`src/design/mem_cfg_pkg.sv`:
```
// memory geometry defaults: data width, banks, rows, write buffer depth, address split.
package mem_cfg_pkg;

  // data word width.
  localparam int DATA_W = 16;

  localparam int NUM_BANKS = 4;

  // rows per bank, also the cache entry count.
  localparam int NUM_ROWS = 64;

  // write buffer entries and starting credits.
  localparam int WBUF_DEPTH = 4;

  localparam int BANK_W = $clog2(NUM_BANKS);
  localparam int ROW_W = $clog2(NUM_ROWS);

  // bank number in the low bits, row above it.
  localparam int ADDR_W = BANK_W + ROW_W;

endpackage

```
`src/design/read_return.sv`:
```
// read response: aligns cache-hit data with bank data and registers the result.
`timescale 1ns/1ns

module read_return #(
  parameter int  NUM_BANKS = mem_cfg_pkg::NUM_BANKS,
  parameter int  DATA_W    = mem_cfg_pkg::DATA_W,
  localparam int BANK_W    = $clog2(NUM_BANKS)
) (
  input  logic                             clk,
  input  logic                             rst,
  input  logic                             read,
  input  logic                             rd_cache_hit,
  input  logic [BANK_W-1:0]                rd_bank,
  input  logic [DATA_W-1:0]                rd_cache_data,
  input  logic [NUM_BANKS-1:0][DATA_W-1:0] bank_rdata,
  output logic                             rd_vld,
  output logic [DATA_W-1:0]                rd_dout
);
  logic              rd_q;
  logic              hit_q;
  logic [BANK_W-1:0] bank_q;
  logic [DATA_W-1:0] cdata_q;

  // stage one lines up with the bank read data.
  always_ff @(posedge clk) begin
    hit_q   <= rd_cache_hit;
    bank_q  <= rd_bank;
    cdata_q <= rd_cache_data;
    rd_dout <= hit_q ? cdata_q : bank_rdata[bank_q];
  end

  always_ff @(posedge clk) begin
    if (rst) begin
      rd_q   <= 1'b0;
      rd_vld <= 1'b0;
    end else begin
      rd_q   <= read;
      rd_vld <= rd_q;
    end
  end

endmodule

```
`config.mk`:
```
export PLATFORM = sky130hd
export DESIGN_NAME = read_return
export DESIGN_NICKNAME = d
export VERILOG_FILES = /design/src/design/mem_cfg_pkg.sv /design/src/design/read_return.sv
export SDC_FILE = /design/constraint.sdc
export NUM_CORES = 1
export LEC_CHECK = 0
export ABC_AREA = 1
export BUFFER_PORTS_ARGS = -buffer_cell sky130_fd_sc_hd__buf_4
export CORE_MARGIN = 5
export CORE_UTILIZATION = 43
export DETAILED_ROUTE_END_ITERATION = 7
export GPL_ROUTABILITY_DRIVEN = 0
export HOLD_SLACK_MARGIN = 0.06
export PLACE_DENSITY = 0.8
export SETUP_SLACK_MARGIN = 0.05
export SKIP_CTS_REPAIR_TIMING = 1
export SYNTH_ARGS = -nofsm -noshare
export SYNTH_HDL_FRONTEND = slang
export SYNTH_SLANG_ARGS = --single-unit
```
`constraint.sdc`:
```
create_clock -name clk -period 1.4 [get_ports clk]
set_clock_uncertainty 0.15 [all_clocks]
set_input_delay 0.07 -clock clk [delete_from_list [all_inputs] [get_ports clk]]
set_output_delay 0.07 -clock clk [all_outputs]
set_load 0.02 [all_outputs]
```
Yosys cells after proc, flatten, opt, wreduce, memory -nomap -nowiden:

Cells that the tools add are included.

* register bits after elaboration: 37
* logic and storage cells: 10

* magnitude comparators: 1
* multiplexer cells: 3

Operators with widths (number)
* 16-bit binary-select mux with 2-bit select: 1
* 16-bit two-way mux: 2
* 2-bit by 3-bit < comparator with 1-bit output, second input constant: 1

Longest topological paths before layout:

* depth in word-level cells: 3
* gate-level depth with buffers: 8
* depth with buffers taken out: 6

Worst setup path after synthesis:

Ideal clock, no wire load.

* path kind: reg2reg
* start point: register bank_q[0]
* end point: register rd_dout[1]
* data arrival time: 0.837 ns
* path slack: 0.300 ns
* cell stages (with the launch flop): 9
* clock period less this slack: 1.100 ns
* cell sequence: dfxtp_1 -> buf_6 -> inv_4 -> buf_8 -> nand2_2 -> nand3_1 -> nand2_1 -> nand2_1 -> nand2_1

* longest elaborated chain between the ends: 3

Ends and longest elaborated chain
* start, declared: RTL line read_return.sv:21 `logic [BANK_W-1:0] bank_q;`
* start signal, assigned: RTL line read_return.sv:27 `bank_q <= rd_bank;`
* 16-bit binary-select mux with 2-bit select: RTL line read_return.sv:29 `rd_dout <= hit_q ? cdata_q : bank_rdata[bank_q];`
* 16-bit two-way mux (not written as such): RTL line read_return.sv:29
* 16-bit two-way mux: RTL line read_return.sv:29
* end signal, assigned: RTL line read_return.sv:29
* end, declared: RTL line read_return.sv:17 `output logic [DATA_W-1:0] rd_dout`

No other way between the ends. The select of a mux whose other input is x is not followed.
A chain may end at the register's enable or synchronous reset.

Worst setup path in the final report:

* start point: register bank_q[0]
* end point: register rd_dout[13]

Same word-level chain as after synthesis.

==> flow_summary.ini <==
[status]
outcome = complete, but fails checks
failed_checks = hold timing

[grt]
antenna_found_initial = 0
grt_pass1_vias = 1735
grt-ovfl-total = 0
track_usage_pct = 18.6
grt_pass1_wl_microns = 7780
grt_max_degree = 17

[synthesis]
synth_top_cell_by_area = dfxtp_1
synth_cells = 281
ys_ff_latch = 37
synth.distinct_cells = 13
synth_area_per_cell_sq_um = 6.37
ys_seq_area_share_pct = 41.4
syn_area_sq_um = 1790
synth_top_area_share_pct = 41.4
synthesis.nets = 367
ys_warn_count = 0
synth.area.top_cells = dfxtp_1 (41%), nand2_1 (25%), inv_1 (14%)

[critical_path]
worstReg2RegStart = bank_q[0]
reg2reg_to = rd_dout[13]
critPathRequiredTime_ns = 1.43
path_class = flop to flop
cp_max_fo = 14
worstPathArrival_ns = 1.27
crit_path_end_kind = flop
start_kind = flop
r2r_slack_ns = 0.16
reg2reg_depth = 7

[power]
switching_share_pct = 26.2
p_leak_nw = 1.86
sequentialPowerShare_pct = 41.9
power.switching_uw = 724
pwr-share-comb_pct = 24.4
p_int_mw = 2.04
irDropWorstVdd_uv = 751
design_power_total_mw = 2.77
p_clk_share_pct = 33.7
p_per_area_nw_per_um2 = 889

[clock_tree]
cts.clk_slew.worst_paths_ns = 0.08
insertion_delay_ns = 0.29
ctsRootBufferMaster = clkbuf_8
clk_path_buf_depth = 2
cts_buffers = 5
cts_tree = done
htree_levels = 2
clkSinkCount = 37

[sta]
worst_hold_slack_ns = -0.0113
period_share_pct = 88.6
hold_viol = 3
rsz0062_at_grt = false
worstMarginPinSlew_ns = 0.587
finalCriticalPeriod_ns = 1.24
max_freq_ghz = 0.807
final_max_slew_viol_count = 0
setup_viol = 0
slew_headroom_pct = 60.8
final.setup.tns_ns = 0

[floorplanning]
pin_count = 103
die_h_microns = 74.5
die-area_sq_um = 5550
rows = 23
start_util_pct = 44.4
fp.dieW_microns = 74.5
core_area_sq_um = 4030

[run]
cap_violations = 0

[final_layout]
synthToLayoutAreaGrowth_pct = 73.9
n_antenna_cell = 0
final_common_cell = nand2_1
nets = 512
most-common-layout-cells = nand2_1 (118), buf_4 (106), inv_1 (67), dlygate4sd3_1 (42), dfxtp_1 (36)
fillers = 296
drive_gt1_share_pct = 30.4

[hold_path]
holdCritPathClass = input pin to flop
hp-start = bank_rdata[11]
whs_endpoint = rd_dout[11]
worstHoldPathCells = 7

[route]
drtIter0Drc = 116
vias_per_cell = 4.33
drcViolationCount = 0
vias = 2067
ant_nets = 0
wl_per_cell_microns = 12.1
wirelength_microns = 5760
dr.pass1.iters = 6

[placement]
portBuffers = 102
hpwlAfterDp_microns = 3770
-- power by group through the flow --
stage                     Sequential (mW)  Clock (mW)  Combinational, mW
after floorplan                      1.23           0              0.234
after global routing                 1.16        1.00              0.746
after global placement               1.18           0              0.563
after CTS                            1.15       0.957              0.571
final                                1.16       0.933              0.675
after detailed placement             1.18           0              0.570
-- registers in the layout, summed over array words and instances, names as in the netlist --
| signal | flops |
|---|---|
| hit_q | 1 |
| bank_q | 2 |
| cdata_q | 16 |
| rd_vld | 1 |
| rd_dout | 16 |
| rd_q | 1 |
-- critical path, cell delays in order, from the launching register on --
cell and delay [ns]:
dfxtp_2 0.35, inv_4 0.16, buf_12 0.17, nand2_1 0.07, nand3_1 0.07, nand2_1 0.05, nand2_1 0.05, nand2_1 0.06
-- cells in the mapped netlist --
cell type  instances
buf_2              2
buf_4              4
buf_6              5
nand3_1           32
nand2_2           10
nor2_1             2
inv_4              1
inv_2              1
dfxtp_1           37
nand2_1          118
inv_1             67
clkbuf_1           1
buf_8              1
-- worst max path at each step --
| stage | from | endpoint | slack (ns) | depth (start not counted) |
|---|---|---|---|---|
| floorplan | bank_q[0] | rd_dout[1] | 0.30 | 8 |
| global placement | bank_q[0] | rd_dout[13] | 0.20 | 7 |
| detailed placement | bank_q[0] | rd_dout[13] | 0.20 | 7 |
| CTS | bank_q[0] | rd_dout[6] | 0.18 | 7 |
| global route | bank_q[0] | rd_dout[6] | 0.06 | 7 |
| finish | bank_q[0] | rd_dout[13] | 0.16 | 7 |
-- routing by layer --
metal  vias up  global-route usage (%)  routed length [microns]
met5         -                       0                        0
met4         0                    7.11                      152
met3        16                    6.49                      393
met2        76                    30.1                     2970
met1       889                    22.7                     2240
li1       1086                       -                        -
-- cells by family (layout without fill, tap and decap cells) --
logic type	count (synthesis)	in the layout	synth area share, %
AND/OR/NAND/NOR	162	162	37.6
flip-flops	37	37	41.4
buffers and inverters	82	228	21.0
-- cell type report --
cell class              instances  area, sq um  share of cell area [%]
inverters                      69          262                    8.40
well taps                      50         62.6                    2.01
flip-flops and latches         37          742                    23.8
clock buffers                   5         68.8                    2.21
multi-input cells             162          673                    21.6
repair buffers                151         1260                    40.4
clock inverters                 3         46.3                    1.49
-- through the flow --
step | area [sq um] | hold slack [ns] | setup slack [ns] | cells | utilization (%)
after global routing | 3110 | 0.0642 | 0.0625 | 477 | 77.3
after global placement | 2570 | 0.0245 | 0.200 | 427 | 63.8
after floorplan | 1790 | -0.0523 | 0.300 | 281 | -
after detailed placement | 2570 | 0.0256 | 0.197 | 427 | 63.8
final | 3110 | -0.0113 | 0.160 | 477 | 77.3
after CTS | 2680 | -0.285 | 0.179 | 435 | 66.6
Note: power is estimated with default switching activity, not from simulation.
