### config.mk
export PLATFORM = sky130hd
export DESIGN_NAME = conflict_cache
export DESIGN_NICKNAME = d
export VERILOG_FILES = /design/src/design/mem_cfg_pkg.sv /design/src/design/conflict_cache.sv
export SDC_FILE = /design/constraint.sdc
export NUM_CORES = 1
export LEC_CHECK = 0
export ABC_AREA = 0
export BUFFER_PORTS_ARGS = -buffer_cell sky130_fd_sc_hd__buf_2
export CAP_MARGIN = 20
export CORE_MARGIN = 3
export CORE_UTILIZATION = 45
export CTS_CLUSTER_DIAMETER = 60
export DETAILED_ROUTE_END_ITERATION = 8
export SETUP_SLACK_MARGIN = 0.4
export SYNTH_ARGS = -nofsm -noshare
export SYNTH_HDL_FRONTEND = slang
export SYNTH_SLANG_ARGS = --single-unit
### constraint.sdc
create_clock -name clk -period 4.5 [get_ports clk]
set_input_delay 0.9 -clock clk [delete_from_list [all_inputs] [get_ports clk]]
set_output_delay 0.9 -clock clk [all_outputs]
set_load 0.05 [all_outputs]
### src/design/mem_cfg_pkg.sv
// memory geometry defaults: data width, banks, rows, write buffer depth, address split.
package mem_cfg_pkg;

  // data word width.
  localparam int DATA_W = 16;

  localparam int NUM_BANKS = 4;

  // rows per bank, also the cache entry count.
  localparam int NUM_ROWS = 64;

  // write buffer entries and starting credits.
  localparam int WBUF_DEPTH = 4;

  localparam int BANK_W = $clog2(NUM_BANKS);
  localparam int ROW_W = $clog2(NUM_ROWS);

  // bank number in the low bits, row above it.
  localparam int ADDR_W = BANK_W + ROW_W;

endpackage

### src/design/conflict_cache.sv
// conflict cache: per-row valid bit, bank tag and data, two lookups and one update.
`timescale 1ns/1ns

module conflict_cache #(
  parameter int  NUM_ROWS = mem_cfg_pkg::NUM_ROWS,
  parameter int  BANK_W   = mem_cfg_pkg::BANK_W,
  parameter int  DATA_W   = mem_cfg_pkg::DATA_W,
  localparam int ROW_W    = $clog2(NUM_ROWS)
) (
  input  logic              clk,
  input  logic [ROW_W-1:0]  rd_look_row,
  input  logic [ROW_W-1:0]  wr_look_row,
  input  logic              cache_we,
  input  logic [ROW_W-1:0]  cache_row,
  input  logic              cache_valid,
  input  logic [BANK_W-1:0] cache_bank,
  input  logic [DATA_W-1:0] cache_data,
  output logic              hit_valid,
  output logic [BANK_W-1:0] hit_bank,
  output logic [DATA_W-1:0] hit_data,
  output logic              wr_ent_valid,
  output logic [BANK_W-1:0] wr_ent_bank,
  output logic [DATA_W-1:0] wr_ent_data
);
  logic              valid_tbl [NUM_ROWS];
  logic [BANK_W-1:0] tag_tbl [NUM_ROWS];
  logic [DATA_W-1:0] data_tbl [NUM_ROWS];

  always_ff @(posedge clk) begin
    if (cache_we) begin
      valid_tbl[cache_row] <= cache_valid;
      tag_tbl[cache_row]   <= cache_bank;
      data_tbl[cache_row]  <= cache_data;
    end
  end

  // entry at the read row.
  assign hit_valid = valid_tbl[rd_look_row];
  assign hit_bank  = tag_tbl[rd_look_row];
  assign hit_data  = data_tbl[rd_look_row];

  // entry at the write row, for eviction and invalidation.
  assign wr_ent_valid = valid_tbl[wr_look_row];
  assign wr_ent_bank  = tag_tbl[wr_look_row];
  assign wr_ent_data  = data_tbl[wr_look_row];

endmodule

# Word level (Yosys, flattened, before mapping)
# Memories as Yosys holds them, arrays and structs flattened.
# Index checks and enable logic that the tools add are counted.
# totals
register_bits	0
mem_bits_rw	1216
inputBits	39
out_inout_bits	38
memories	3
# classes
n_mux	2
# mem_list
name	words	width	rd	rd_ports_with_merged_regs	wr	line_no	source
data_tbl	64	16	2	0	1	conflict_cache.sv:27	logic [DATA_W-1:0] data_tbl [NUM_ROWS];
tag_tbl	64	2	2	0	1	conflict_cache.sv:26	logic [BANK_W-1:0] tag_tbl [NUM_ROWS];
valid_tbl	64	1	2	0	1	conflict_cache.sv:25	logic valid_tbl [NUM_ROWS];
# op_table
operator	n
1-bit two-way mux	2

# Longest topological paths before layout
# depth
word_depth	2
depth_mapped	10

# Worst setup path before layout
# OpenSTA, ideal clock, no wires.
# synth_timing
kind	input -> output
from	input port wr_look_row[2]
to	output port wr_ent_data[12]
arrival_ns	3.640
required_time_ns	3.600
setup_slack_ns	-0.040
path_stages	7
n_path_buf	4
path_cell_list	buf_4 -> buf_2 -> buf_2 -> nand2_1 -> clkbuf_1 -> o22ai_1 -> o41ai_1
# synth_via
elab_chain_len	1
# synth_rtl
element	line_no	source
start, declared	conflict_cache.sv:12	input logic [ROW_W-1:0] wr_look_row,
memory 64 x 16 bit	-	
end, declared	conflict_cache.sv:23	output logic [DATA_W-1:0] wr_ent_data
# No other way between the ends.

# Final worst setup path
# layout_timing
from	input port rd_look_row[2]
to	output port hit_data[0]
# layout_via
elab_chain_len	1
# layout_rtl
element	line_no	source
start, declared	conflict_cache.sv:11	input logic [ROW_W-1:0] rd_look_row,
memory 64 x 16 bit	-	
end, declared	conflict_cache.sv:20	output logic [DATA_W-1:0] hit_data,
# No other way between the ends.

==> metrics.csv <==
stage,metric,value,unit
run_status,status,completed,
final_layout,nFillCells,9469,
sta,rsz0062_at_grt,true,
place,gp_congestion,0.947,
sta,worstMarginPinSlew,1.07,ns
sta,maxSlewViolCount,0,
final_layout,final_cell_mix,"1216 x edfxtp_1, 615 x mux4_2, 263 x buf_4, 150 x clkbuf_16, 129 x o22ai_1",
setup_path,critPathMaxFanout,21,
cts,cts.sinks,1216,
floorplan,rows,129,
sta,finalCritPeriodShare,0.926,
synthesis,ys_ff_latch,1216,
floorplan,ios,77,
final_layout,drive_above_1_share,0.447,
floorplan,die_area,129000,sq um
sta,setup_ws,0.335,ns
power_and_ir_drop,p_per_area,392,nW/um^2
synthesis,synth_flop_cell,edfxtp_1,
sta,fin_crit,4.17,ns
setup_path,end_kind,output port,
grt,grt_pass1_wl,255000,microns
final_layout,multi_input_area,19000,sq um
place,place_hpwl,117000,microns
grt,antenna_found_initial,14,
sta,setup_viol,0,
synthesis,yosysUniqueCellTypes,43,
sta,max_slew_margin,0.286,
detailed_routing,num_vias,32400,
detailed_routing,vias_per_cell,6.72,
cts,cts_tree,built,
final_layout,stdcell_count,4825,
power_and_ir_drop,p_total,26.2,mW
floorplan,die_w,359,microns
power_and_ir_drop,peakVddDrop,0.400,mV
synthesis,yosys_warnings,0,
grt,grt_pass1_vias,33500,
power_and_ir_drop,leakagePower,21.1,nW
place,dp_slack,-0.154,ns
setup_path,cp.arrival,3.27,ns
synthesis,synth_edf_count,1216,
final_layout,final_common_cell,edfxtp_1,
synthesis,avgSynthCellArea,20.5,sq um
cts,clockBufferDepth,3,
floorplan,fp.dieH,359,microns
setup_path,path_class,primary input to output port,
min_path,min_path_type,primary input to register,
setup_path,startpoint_type,primary input,
cts,h-tree-depth,4,
grt,grt_max_degree,65,
final_layout,nNetsFinal,3119,
cts,clock-root-buffer,clkbuf_16,
sta,fin_setup_tns,0,ns
sta,holdWs,0.490,ns
synthesis,async_reset_ff_frac,0,
synthesis,syn_area,56200,sq um
place,portBuffers,76,
detailed_routing,drt_first_iter_violations,4455,
synthesis,synth_nets,2777,
final_layout,areaGrowthSynthToFinish,18.8,%
floorplan,initial_utilization,0.454,
detailed_routing,wl_per_cell,37.9,microns
cts,cts_buffers,137,
floorplan,core,124000,sq um
grt,gr-total-overflow,0,
synthesis,syn-instance-count,2738,
setup_path,cp.required,3.60,ns
sta,final_hold_viol_count,0,
detailed_routing,routed_wl,183000,microns
place,dp_cells,4531,
detailed_routing,first_pass_iters,5,
synthesis,yosysSeqAreaShare,0.650,
final_layout,regArea,36500,sq um
detailed_routing,post-route-drc-count,0,
sta,max_freq,240,MHz
run,max-cap-violations,0,
cts,path_clk_slew,0.05,ns
grt,grt_usage,0.282,
detailed_routing,ant_nets,0,
cts,ctsHoldBuffers,0,
synth_stat cells (25+ instances only):
| cell type | instances | area share |
|---|---|---|
| mux4_2 | 615 | 0.25 |
| nor2_1 | 141 | 0.0094 |
| buf_4 | 40 | 0.0053 |
| o221ai_1 | 25 | 0.0039 |
| nor3_1 | 32 | 0.0028 |
| o22ai_1 | 137 | 0.015 |
| o21ai_0 | 42 | 0.0037 |
| edfxtp_1 | 1216 | 0.65 |
| clkbuf_1 | 62 | 0.0041 |
| nor2b_1 | 39 | 0.0043 |
| buf_2 | 66 | 0.0059 |
| buf_6 | 44 | 0.0088 |
| a211oi_1 | 30 | 0.0040 |
report_power, final:
group          switching, mW  leakage, nW  internal, mW  total [mW]
registers             0.0320         10.9          12.5        12.6
logic                   1.64         8.06          1.19        2.84
clock network           4.51         2.10          6.23        10.7
total                   6.19         21.1          20.0        26.2
registers in the layout, indices dropped and copies added, names as in the netlist:
signal / flops
valid_tbl: 64
data_tbl: 1024
tag_tbl: 128
through the flow:
step	util	area, sq um
floorplan	-	56400
global placement	0.491	60800
detailed placement	0.491	60800
CTS	0.533	66000
global route	0.539	66700
finish	0.539	66700
critical path, stage by stage:
cell and delay, ns:
buf_6 0.31, buf_4 0.31, or2_2 0.38, buf_4 0.21, o22ai_1 0.12, o31ai_2 0.74, buf_12 0.22
cell type report:
class,count,share of cell area
Tap cell,1637,0.0307
Sequential cell,1216,0.547
Antenna cell,5,0.000187
Multi-Input combinational cell,1294,0.285
Clock buffer,170,0.0555
Timing Repair Buffer,431,0.0729
Clock inverter,72,0.00857
kinds of logic after synthesis:
kind of cell | after synthesis | share of synthesized area
multiplexers | 663 | 0.257
flip-flops | 1216 | 0.650
AND/OR/NAND/NOR | 282 | 0.0240
buffers and inverters | 228 | 0.0271
AO/OA/AOI/OAI | 349 | 0.0418
per-layer routing:
metal / routed length [microns] / up-vias / share of wire / global-route usage
met5: 36 / - / 0.00020 / 0
met4: 8650 / 6 / 0.047 / 0.130
met3: 18400 / 379 / 0.10 / 0.0712
met2: 90600 / 1800 / 0.50 / 0.464
met1: 65000 / 17400 / 0.36 / 0.355
li1: - / 12800 / - / -
repair_timing:
action,4_1_cts,5_1_grt
gates cloned,8,6
gates resized for setup,103,79
buffers inserted,14,13
hold endpoints to repair,0,0
pin swaps,4,7
endpoints found under the setup margin,38,36
final timing paths:
check,to,slack [ns],startpoint,cells after the start
worst min-delay path,data_tbl[0][10]$_DFFE_PP_,0.49,cache_data[10],1
worst max-delay path,hit_data[0],0.33,rd_look_row[2],7
(Power assumes the default switching activity.)
