File: src/design/mem_cfg_pkg.sv
// memory geometry defaults: data width, banks, rows, write buffer depth, address split.
package mem_cfg_pkg;

  // data word width.
  localparam int DATA_W = 16;

  localparam int NUM_BANKS = 4;

  // rows per bank, also the cache entry count.
  localparam int NUM_ROWS = 64;

  // write buffer entries and starting credits.
  localparam int WBUF_DEPTH = 4;

  localparam int BANK_W = $clog2(NUM_BANKS);
  localparam int ROW_W = $clog2(NUM_ROWS);

  // bank number in the low bits, row above it.
  localparam int ADDR_W = BANK_W + ROW_W;

endpackage

File: src/design/write_credit_buffer.sv
// write FIFO in front of the bank controller, with credit return per retired write.
`timescale 1ns/1ns

module write_credit_buffer #(
  parameter int DEPTH  = mem_cfg_pkg::WBUF_DEPTH,
  parameter int ADDR_W = mem_cfg_pkg::ADDR_W,
  parameter int DATA_W = mem_cfg_pkg::DATA_W
) (
  input  logic              clk,
  input  logic              rst,
  input  logic              write,
  input  logic [ADDR_W-1:0] wr_adr_in,
  input  logic [DATA_W-1:0] din,
  input  logic              wr_take,
  output logic              wr_valid,
  output logic [ADDR_W-1:0] wr_adr,
  output logic [DATA_W-1:0] wr_data,
  output logic              wr_credit
);
  localparam int PTR_W = (DEPTH > 1) ? $clog2(DEPTH) : 1;
  localparam int CNT_W = $clog2(DEPTH + 1);

  logic [ADDR_W-1:0] adr_mem [DEPTH];
  logic [DATA_W-1:0] data_mem [DEPTH];
  logic [PTR_W-1:0]  wr_ptr;
  logic [PTR_W-1:0]  rd_ptr;
  logic [CNT_W-1:0]  count;

  function automatic logic [PTR_W-1:0] ptr_next(input logic [PTR_W-1:0] ptr);
    if (ptr == PTR_W'(DEPTH - 1)) begin
      return '0;
    end
    return ptr + 1'b1;
  endfunction

  always_ff @(posedge clk) begin
    if (write) begin
      adr_mem[wr_ptr]  <= wr_adr_in;
      data_mem[wr_ptr] <= din;
    end
  end

  always_ff @(posedge clk) begin
    if (rst) begin
      wr_ptr <= '0;
      rd_ptr <= '0;
      count  <= '0;
    end else begin
      if (write) begin
        wr_ptr <= ptr_next(wr_ptr);
      end
      if (wr_take) begin
        rd_ptr <= ptr_next(rd_ptr);
      end
      case ({write, wr_take})
        2'b10:   count <= count + 1'b1;
        2'b01:   count <= count - 1'b1;
        default: count <= count;
      endcase
    end
  end

  // head entry, offered to the controller.
  assign wr_valid  = (count != '0);
  assign wr_adr    = adr_mem[rd_ptr];
  assign wr_data   = data_mem[rd_ptr];
  assign wr_credit = wr_take && wr_valid;

  // a writer that keeps to its credits never finds the buffer full without a take.
  assert property (@(posedge clk) disable iff (rst)
    write |-> (count < CNT_W'(DEPTH)) || wr_take)
    else $error("write_credit_buffer: write arrived while full");

endmodule

File: config.mk
export PLATFORM = sky130hd
export DESIGN_NAME = write_credit_buffer
export DESIGN_NICKNAME = d
export VERILOG_FILES = /design/src/design/mem_cfg_pkg.sv /design/src/design/write_credit_buffer.sv
export SDC_FILE = /design/constraint.sdc
export NUM_CORES = 1
export LEC_CHECK = 0
export BUFFER_PORTS_ARGS = -buffer_cell sky130_fd_sc_hd__buf_4
export CAP_MARGIN = 20
export CORE_MARGIN = 5
export CORE_UTILIZATION = 45
export CTS_CLUSTER_DIAMETER = 150
export DETAILED_ROUTE_END_ITERATION = 10
export PLACE_DENSITY_LB_ADDON = 0.05
export SETUP_SLACK_MARGIN = 0.5
export SLEW_MARGIN = 20
export SYNTH_ARGS = -nofsm -noshare
export SYNTH_HDL_FRONTEND = slang
export SYNTH_SLANG_ARGS = --single-unit
File: constraint.sdc
create_clock -name clk -period 4.85 [get_ports clk]
set_clock_uncertainty 0.15 [all_clocks]
set_input_delay 0.97 -clock clk [delete_from_list [all_inputs] [get_ports clk]]
set_output_delay 0.97 -clock clk [all_outputs]
set_load 0.005 [all_outputs]
; ---- Yosys cells after proc, flatten, opt, wreduce, memory -nomap -nowiden
; Memories as Yosys holds them, arrays and structs flattened. A register that Yosys moved wholly into a read port is not among the register bits.
; Cells that the tools add are included.
[word_totals]
register_bits = 7
mem_bits_rw = 96
memories = 2
[mem_list]
columns = name, depth, width, rd, rd_clocked_by_memory_dff, wr, line_no
row1 = data_mem, 4, 16, 1, 1, 1, write_credit_buffer.sv:24  ; logic [DATA_W-1:0] data_mem [DEPTH];
row2 = adr_mem, 4, 8, 1, 1, 1, write_credit_buffer.sv:23  ; logic [ADDR_W-1:0] adr_mem [DEPTH];
[classes]
n_addsub = 4
n_eq_ne = 4
n_mux = 17
reduce_logical = 3
[op_table]
columns = operator, n
row1 = $mux 2, 8
row2 = $mux 1, 8
row3 = $eq 2x2->1 const B, 3
row4 = $pmux 3 s2, 1
row5 = $add 2x1->2 const B, 2
row6 = $add 3x1->3 const B, 1
row7 = $reduce_bool 3->1, 1
row8 = $sub 3x1->3 const B, 1
row9 = $eq 2x1->1 const B, 1
row10 = $reduce_bool 2->1, 1
row11 = $logic_and 1x1->1, 1

; ---- Longest topological paths before layout
[depth]
word_depth = 7
ltp_mapped = 6
ltp_nobuf = 6

; ---- Worst setup path after synthesis
; No wires, ideal clock.
[synth_path]
kind = input to register
start = input port write
end = register count[2]
setup_ps = 70
t_arrival_ps = 2143
t_required_ps = 4630
slack_ps = 2488
cell_stages = 6
path_buffers = 0
cell_sequence = inv_1 ha_1 fa_1 xnor2_1 or3_1 a21oi_1
[synth_via]
elab_chain_cells = 2
[synth_rtl]
columns = element, line_no
row1 = start: declaration, write_credit_buffer.sv:11  ; input logic write,
row2 = $eq 2x1->1 or $eq 2x2->1 (tied branches), write_credit_buffer.sv:55  ; case ({write, wr_take})
row3 = $pmux 3 s2 or $reduce_bool 2->1 (tied branches), --
row4 = end signal: assignment, write_credit_buffer.sv:56  ; 2'b10: count <= count + 1'b1;
row5 = end signal: assignment, write_credit_buffer.sv:57  ; 2'b01: count <= count - 1'b1;
row6 = end signal: assignment, write_credit_buffer.sv:58  ; default: count <= count;
row7 = end: declaration, write_credit_buffer.sv:27  ; logic [CNT_W-1:0] count;
; Parallel ways exist; a longest one is shown, timed or not.
; A chain may end at the register's enable or synchronous reset.

==> out/metrics.cfg <==
[timing]
min_period_ps = 3260
setup_viol = 0
finalHoldWorstSlack_ps = 356
fin_crit_sh_pct = 67.1
rsz0062_at_grt = no
slew_headroom_pct = 40.3
fmax_mhz = 307
final-hold-violation-count = 0
drv_slew = 0
worst_pin_slew_ps = 895
setup_tns_ps = 0

[synthesis]
synth_area_um2 = 3940
synth_fa_ha_area_share_pct = 2.41
ys_types = 20
syn_area_per_cell_um2 = 23.3
synth_compound_area_share_pct = 0.381
yosysWarnings = 0
ys_seq_area_share_pct = 77.7
yosys.area_share.simple_pct = 1.97
synth.top_cell.area_share_pct = 73.2
synth_top_family_by_area = multiplexers
synth_area_leader_cell = edfxtp_1
netlist_instances = 169
synth-xor-area-share_pct = 0.445
synth_area_leaders = edfxtp_1 (73%), mux4_2 (11%), dfxtp_1 (4.6%)
synth.area.mux_share_pct = 15.1
syn-num-nets = 204
ys_seq_elements = 105

[cells_and_area]
areaGrowthSynthToFinish_pct = 18.8
final_cell_area_um2 = 4680
final_common_cell = edfxtp_1
drive_gt1_share_pct = 39.2
finalNetCount = 267
layout_common_cells = edfxtp_1 (96), buf_4 (58), mux4_2 (20)
antenna-diode-count = 0
final_cells = 345

[run]
maxCapViolations = 0

[grt]
grt_pass1_vias = 1998
grt_pass1_wl_mm = 10.5
track_usage_pct = 12.9
grt_overflow = 0
grt_max_degree = 25
antenna_found_initial = 0

[worst_setup_path]
crit_arrival_ps = 2140
crit_fanout = 24
r2r_cells = 4
startpoint_type = flip-flop
critical_path_class = reg2out
crit_path_end_kind = output port
required_ps = 3730

[clock_tree]
insertion_delay_ps = 340
cts_resized = 0
cts_htree_levels = 3
clkTransAtPathRegs_ps = 80
cts_buffers = 9
post_cts_buffers = 0
cts.sinks = 105
hold_buffers = 0
root_buffer = clkbuf_8
cts_tree = done
cts_max_path_buffers = 2

[worst_hold_path]
holdPathStages = 2
hold_path_class = reg2reg

[placement]
gp_congestion = 0.700
dp.cells = 329
portBuffers = 53
dpl-instance-area_um2 = 4450

[drt]
drt_iter0_drc = 52
wirelength_mm = 6.62
wl_per_cell_um = 19.2
vias = 1768
avgViaCountPerCell = 5.12
drc_errors = 0
first_pass_iters = 4
ant_nets = 0

[floorplan]
die_h_um = 104
core_um2 = 8640
io-pin-count = 54
dieArea_um2 = 10700
num_rows = 34
die_x_um = 104
start_util_pct = 45.6

[power_and_ir_drop]
vdd_ir_drop_max_uv = 202
powerDensity_nw_per_um2 = 394
leakage_nw = 1.64

[outcome]
status = completed

flip-flops by register name, summed over array words and instances (netlist names), named ones only:
register	count
data_mem	64
rd_ptr	2
wr_ptr	2
adr_mem	32
count	3
per-stage QoR:
step	setup slack [ps]	power [mW]	util [%]
finish	1590	1.85	54.2
global route	1390	1.92	54.2
CTS	1500	1.87	54.2
detailed placement	1900	1.26	51.5
global placement	1970	1.25	51.5
floorplan	2490	1.16	-
per-layer routing:
metal / global-route usage, % / part of all wire (%) / vias up
met3: 4.79 / 5.5 / 4
met1: 14.2 / 38 / 909
li1: - / - / 818
met2: 23.2 / 56 / 37
met5: 0 / 0 / -
met4: 3.37 / 0.72 / 0
cell families (layout without fill, tap and decap cells):
group           after synthesis  after routing
flops                       105            105
mux                          28             28
simple gates                 15             15
buf+inv                       9             77
fa+ha+maj                     7              7
compound gates                3              3
xor+xnor                      2              2
final timing paths:
| check | from | end | slack (ps) |
|---|---|---|---|
| max | flip-flop | wr_data[15] | 1590 |
| max reg2reg | wr_ptr[1] | adr_mem[1][3] | 3130 |
| min | count[2] | count[2] | 360 |
| min reg2reg | count[2] | count[2] | 360 |
final cells by class:
class / count / area [um^2]
Clock buffer: 11 / 131
Inverter: 3 / 11.3
Sequential cell: 105 / 3060
Clock inverter: 5 / 104
Fill cell: 693 / 3950
Timing Repair Buffer: 58 / 435
Multi-Input combinational cell: 55 / 801
Tap cell: 108 / 135
critical path, cell delays in order, from the launching register on:
cell and delay [ps]:
dfxtp_2 930, mux4_1 700, buf_4 160
cells in the mapped netlist:
library cell and number:
edfxtp_1 96, mux4_2 20, dfxtp_1 9, nor2_1 7, ha_1 6, and2_1 5, mux2i_1 4, mux4_1 4
inv_1 3, a21oi_1 2, buf_12 2, buf_2 2, or3_1 2, buf_6 1, clkbuf_1 1, fa_1 1
nor3b_1 1, o21ai_0 1, xnor2_1 1, xor2_1 1
where the power goes:
part           internal [mW]  leakage, nW  switching (mW)
Combinational          0.108        0.561          0.0735
Clock                  0.343        0.118           0.269
Sequential              1.03        0.956          0.0249
Total                   1.48         1.64           0.367
No activity file was read; power rests on OpenSTA's default activity.
