## src/design/mem_cfg_pkg.sv

```systemverilog
// memory geometry defaults: data width, banks, rows, write buffer depth, address split.
package mem_cfg_pkg;

  // data word width.
  localparam int DATA_W = 16;

  localparam int NUM_BANKS = 4;

  // rows per bank, also the cache entry count.
  localparam int NUM_ROWS = 64;

  // write buffer entries and starting credits.
  localparam int WBUF_DEPTH = 4;

  localparam int BANK_W = $clog2(NUM_BANKS);
  localparam int ROW_W = $clog2(NUM_ROWS);

  // bank number in the low bits, row above it.
  localparam int ADDR_W = BANK_W + ROW_W;

endpackage

```

## src/design/mem_ops_pkg.sv

```systemverilog
// controller state enum and per-bank operation enum.
package mem_ops_pkg;

  // init clears the cache valid bits, run is normal traffic.
  typedef enum logic {
    st_init,
    st_run
  } ctrl_state_e;

  // what a bank does in one cycle.
  typedef enum logic [1:0] {
    op_idle  = 2'd0,
    op_read  = 2'd1,
    op_write = 2'd2
  } bank_op_e;

endpackage

```

## src/design/bank_if.sv

```systemverilog
// interface for one single-port bank: op, row address, write data and read data.
`timescale 1ns/1ns

interface bank_if #(
  parameter int ADDR_W = mem_cfg_pkg::ROW_W,
  parameter int DATA_W = mem_cfg_pkg::DATA_W
);
  import mem_ops_pkg::*;

  bank_op_e          op;
  logic [ADDR_W-1:0] row;
  logic [DATA_W-1:0] wdata;
  logic [DATA_W-1:0] rdata;

  modport ctrl (
    output op,
    output row,
    output wdata,
    input  rdata
  );

  modport bank (
    input  op,
    input  row,
    input  wdata,
    output rdata
  );

endinterface

```

## src/design/sram_1rw.sv

```systemverilog
// single-port bank model with one-cycle registered read.
`timescale 1ns/1ns

module sram_1rw #(
  parameter int NUM_ROWS = mem_cfg_pkg::NUM_ROWS,
  parameter int DATA_W   = mem_cfg_pkg::DATA_W
) (
  input logic  clk,
  bank_if.bank bus
);
  import mem_ops_pkg::*;

  logic [DATA_W-1:0] mem [NUM_ROWS];

  always_ff @(posedge clk) begin
    case (bus.op)
      op_write: mem[bus.row] <= bus.wdata;
      op_read:  bus.rdata <= mem[bus.row];
      default:  ;
    endcase
  end

  // controller only issues the three legal ops.
  assert property (@(posedge clk) bus.op inside {op_idle, op_read, op_write})
    else $error("sram_1rw: illegal bank op");

endmodule

```

## src/flat_wrapper.sv

```systemverilog
// flat-port wrapper written by rule: the top's interface ports become plain ports
module sram_1rw_flat import mem_ops_pkg::*;
#(
  parameter int NUM_ROWS = mem_cfg_pkg::NUM_ROWS,
  parameter int DATA_W   = mem_cfg_pkg::DATA_W
)
  (clk, bus_op, bus_row, bus_wdata, bus_rdata);
  bank_if #(.DATA_W(DATA_W)) bus_i ();
  input logic clk;
  input wire logic [$bits(bus_i.op)-1:0] bus_op;
  input wire logic [$bits(bus_i.row)-1:0] bus_row;
  input wire logic [$bits(bus_i.wdata)-1:0] bus_wdata;
  output wire logic [$bits(bus_i.rdata)-1:0] bus_rdata;
  assign bus_i.op = bus_op;
  assign bus_i.row = bus_row;
  assign bus_i.wdata = bus_wdata;
  assign bus_rdata = bus_i.rdata;
  sram_1rw #(.NUM_ROWS(NUM_ROWS), .DATA_W(DATA_W)) u_core (.clk(clk), .bus(bus_i));
endmodule
```

## config.mk

```make
export PLATFORM = sky130hd
export DESIGN_NAME = sram_1rw_flat
export DESIGN_NICKNAME = d
export VERILOG_FILES = /design/src/design/mem_cfg_pkg.sv /design/src/design/mem_ops_pkg.sv /design/src/design/bank_if.sv /design/src/design/sram_1rw.sv /design/src/flat_wrapper.sv
export SDC_FILE = /design/constraint.sdc
export NUM_CORES = 1
export LEC_CHECK = 0
export BUFFER_PORTS_ARGS = -buffer_cell sky130_fd_sc_hd__buf_4
export CAP_MARGIN = 20
export CORE_MARGIN = 2
export CORE_UTILIZATION = 50
export DETAILED_ROUTE_END_ITERATION = 8
export PLACE_DENSITY_LB_ADDON = 0.12
export SYNTH_ARGS = -nofsm -noshare
export SYNTH_HDL_FRONTEND = slang
export SYNTH_SLANG_ARGS = --single-unit
```

## constraint.sdc

```tcl
create_clock -name clk -period 6.45 [get_ports clk]
set_input_delay 0.645 -clock clk [delete_from_list [all_inputs] [get_ports clk]]
set_output_delay 0.645 -clock clk [all_outputs]
set_load 0.005 [all_outputs]
```

Word level (Yosys, flattened, before mapping)

Memories as Yosys holds them, arrays and structs flattened. A register that Yosys moved wholly into a read port is not among the register bits.
Index checks and enable logic that the tools add are counted.

Register bits: 0
Memory bits (writable): 1024
Memories: 1

Memory list:

| memory     | words | width | rd ports | clocked after Yosys merged registers in | write ports | line           | RTL |
|---|---|---|---|---|---|---|---|
| u_core.mem | 64    | 16    | 1        | 1                                       | 1           | sram_1rw.sv:13 | `logic [DATA_W-1:0] mem [NUM_ROWS];` |

Equal/unequal tests: 2
Multiplexer cells: 2

Operators by type and width:

| kind                 | number |
|---|---|
| $eq A2 B1 Y1 const B | 1 |
| $eq A2 B2 Y1 const B | 1 |
| $mux W1              | 2 |

Depth between registers and ports, before layout

Word-level depth: 3
Mapped depth: 11
Mapped depth without buffers: 5

Worst setup path before layout

OpenSTA, ideal clock, no wires.

Path kind: input port to flip-flop
Start: input bus_row[1]
End: memory u_core.mem[10][0], enable pin
Data arrival time: 2686 ps
Slack: 3375 ps
Stages: 7
Cells stage by stage: buf_2 buf_4 nor2b_1 clkbuf_1 clkbuf_1 nand2_1 nor2_1

RTL lines:

| item               | line               | RTL |
|---|---|---|
| start: declaration | flat_wrapper.sv:11 | `input wire logic [$bits(bus_i.row)-1:0] bus_row;` |
| end: declaration   | sram_1rw.sv:13     |  |

No word-level cell before the write port.

==> key figures <==
Run status
  • Outcome: completed

Cells and area
  • Area added between synthesis and finish: 12.13%
  • End-of-flow core utilization: 56.45%
  • Layout Nets: 2,307
  • Fraction of final layout cells sized beyond drive strength 1: 19.38%
  • Number of diodes: 0

Timing
  • Post-route setup TNS: 0 ns
  • Period utilization: 59.45%
  • Worst-case clock skew: 0.02775 ns
  • Final hold vios: 0
  • Maximum clock frequency: 260.8 MHz
  • PnR worst setup slack: 2.616 ns
  • Final-report max-slew violation count: 0
  • Total of endpoints with negative setup slack in the final report: 0
  • Transition time of the tightest slew-check pin: 1.061 ns
  • Setup repair after global routing missed its margin: false
  • Slew Limit Headroom: 29.19%
  • Time the worst path needs with I/O delays and setup: 3.834 ns

Floorplan
  • Std-Cell Rows: 104
  • Die Span Y: 288.3 um
  • Area enclosed by the die boundary: 0.08313 mm2
  • Die extent in x: 288.3 um
  • Starting density of the core: 50.34%
  • Core box area: 0.08029 mm2
  • Number of top-level pins: 41

Worst setup path
  • Critical path arrival: 4.17 ns
  • Sequence of cells on the critical path: buf_8 > buf_4 > mux2i_1 > a211oi_1 > a221o_1 > a221oi_1 > nand3_1
  • Critical Path Max Stage Delay: 0.82 ns
  • Master of the slowest instance on the critical path: a221oi_1
  • Critical path endpoint category: flip-flop
  • Startpoint types: input port
  • Kind of critical path: in2reg
  • Critical Path Fanout Max: 96
  • Data required, critical path: 6.78 ns

Synthesis
  • Commonest cells in the netlist: 1,040 x edfxtp_1, 111 x a221oi_1, 102 x a22oi_1
  • Distinct cell type count after synthesis: 56
  • Synth area leaders: edfxtp_1 77%, mux4_2 5.0%, a221oi_1 2.4%
  • Number of enable flip-flop cells after synthesis: 1,040
  • Library cell with the largest summed area after synthesis: edfxtp_1
  • Number of instances in the synthesized netlist: 2,198
  • Count of state elements after synthesis: 1,040
  • Netlist area before placement: 0.04042 mm2
  • Library cell with the highest instance count after synthesis: edfxtp_1
  • Number of nets in the synthesized netlist: 2,223
  • Warnings from Yosys: 0
  • Share of async-settable or async-resettable flops after synthesis: 0%
  • Synthesized area per cell: 18.39 um2
  • Top_reg_cell synth: edfxtp_1
  • Share of the synthesized area in the top cell type: 77.26%
  • Register area share after synthesis: 77.26%

Drt
  • Remaining design rule violation count: 0
  • Final ANT Viol Nets: 0
  • Mean routed wirelength per cell: 32.32 um
  • Violation count after the first detailed-route iteration: 2,757
  • Wire length after detailed routing: 110,600 um
  • Detailed-routing iteration count for the pre-antenna-repair pass: 7
  • Vias per Instance: 6.545
  • Vias: 22,400

Clocking
  • PostCTS Resize Cnt: 0
  • Buffers from clock root to sink, at most: 3
  • Number of clock sinks: 1,040
  • H-tree levels: 3
  • Clock Pin Slew Worst Setup and Hold Paths: 0.06 ns
  • Number of buffers created by CTS: 104
  • CTS Root Buffer Type: clkbuf_16
  • Post-CTS Setup Inserts: 0
  • Skew-Pair Late Insertion Delay: 0.66 ns
  • Clock tree from TritonCTS: built
  • Hold bufs inserted after CTS: 0

Place
  • Worst setup timing slack at the placement stage: 2.065 ns
  • I/O Buffers: 40
  • Detailed placement HPWL: 63,120 um
  • Final weighted congestion in routability-driven placement: 0.9087

Worst hold path
  • Worst min-delay path class: in2reg

GRT
  • Global-route wire length before repair: 157,900 um
  • Total global routing overflow: 0
  • Global router's overall resource usage: 26.73%
  • Vias in the first global route: 21,940
  • Initial antenna violation count: 3
  • Pin count of the biggest net entering global routing: 107

Power and ir drop
  • Power consumption: 0.01386 W
  • Cell leakage power: 14.10 nW
  • Maximum VDD drop: 0.2676 mV
  • Power per standard cell area: 305.8 mW/mm2

Run
  • Total of max-cap violations: 0
-- registers in the layout (all words and copies together), names as in the netlist --
register and count:
u_core.bus.rdata 16, u_core.mem 1024
-- worst paths after layout --
kind | from | end | slack [ns] | depth (start not counted)
max | bus_row[2] | u_core.bus.rdata[0]$_DFFE_PN_ | 2.62 | 7
min | bus_op[1] | u_core.bus.rdata[4]$_DFFE_PN_ | 0.30 | 2
max reg2reg | u_core.mem[54][0]$_DFFE_PP_ | u_core.bus.rdata[0]$_DFFE_PN_ | 3.67 | 4
min reg2reg | u_core.mem[40][12]$_DFFE_PP_ | u_core.bus.rdata[12]$_DFFE_PN_ | 0.66 | 2
-- per-stage QoR --
step	hold slack, ns	std cells	area [um2]
2_1_floorplan	0.6112	2198	40420
3_3_place_gp	0.6260	3235	42150
3_5_place_dp	0.6392	3235	42150
4_1_cts	0.4805	3422	45310
5_1_grt	0.2849	3423	45320
6_report	0.3038	3423	45320
-- layer usage --
| layer | share of wire, % | track usage [%] | vias to the layer above |
|---|---|---|---|
| li1 | - | - | 9313 |
| met1 | 40 | 37.52 | 11770 |
| met2 | 48 | 42.13 | 1119 |
| met3 | 8.9 | 5.340 | 200 |
| met4 | 3.6 | 9.326 | 2 |
| met5 | 0.012 | 0 | - |
-- kinds of logic (layout without fill, tap and decap cells) --
group	count (synthesis)	count (layout)	share of synthesized area, %
buf+inv	167	332	1.938
mux	199	199	7.949
flops	1040	1040	77.26
compound gates	444	444	8.367
simple gates	348	348	4.482
-- cell type report --
type / instances / area (um2)
Fill cell: 6048 / 34960
Sequential cell: 1040 / 31230
Multi-Input combinational cell: 991 / 8466
Clock buffer: 127 / 2731
Tap cell: 1060 / 1326
Timing Repair Buffer: 139 / 1120
Clock inverter: 60 / 429.2
Inverter: 6 / 22.52
-- critical path, delay by kind of cell --
family,cells,cell delay (ns)
and+or+nand+nor,1,0.26
muxes,1,0.38
buffers and inverters,2,1.31
AOI/OAI and AO/OA,3,1.46
-- power breakdown --
group          leakage (nW)  internal (W)  total [W]  switching [W]
clock network          1.55       0.00319    0.00565        0.00246
logic                  3.20      0.000215   0.000726       0.000511
registers              9.36       0.00747    0.00749      0.0000123
total                  14.1        0.0109     0.0139        0.00298
-- placed cells by master (no fill, tap or decap), types with 6 or more instances in the layout --
master        n
nand4_1      15
clkbuf_1     21
o211ai_1     11
a32o_1        6
a22oi_1     102
or4_1         6
nor2b_1       8
nor3_1       37
o21ai_0      26
o22ai_1      29
a21oi_1      48
a211oi_1     15
a22o_1       10
o2bb2ai_1    21
a221o_1      14
nand3b_1     20
and3_1       10
or3b_2       11
a31oi_1      12
a221oi_1    111
mux2_2       63
mux2i_1      45
clkinv_2     20
nand3_1      17
nand2b_1     29
edfxtp_1   1040
nor2_1       77
clkinv_1     31
o221ai_1     22
nand2_1      78
nor3b_1       9
buf_4       131
mux4_2       90
clkbuf_16   106
Power figures use the tool's default switching activity.
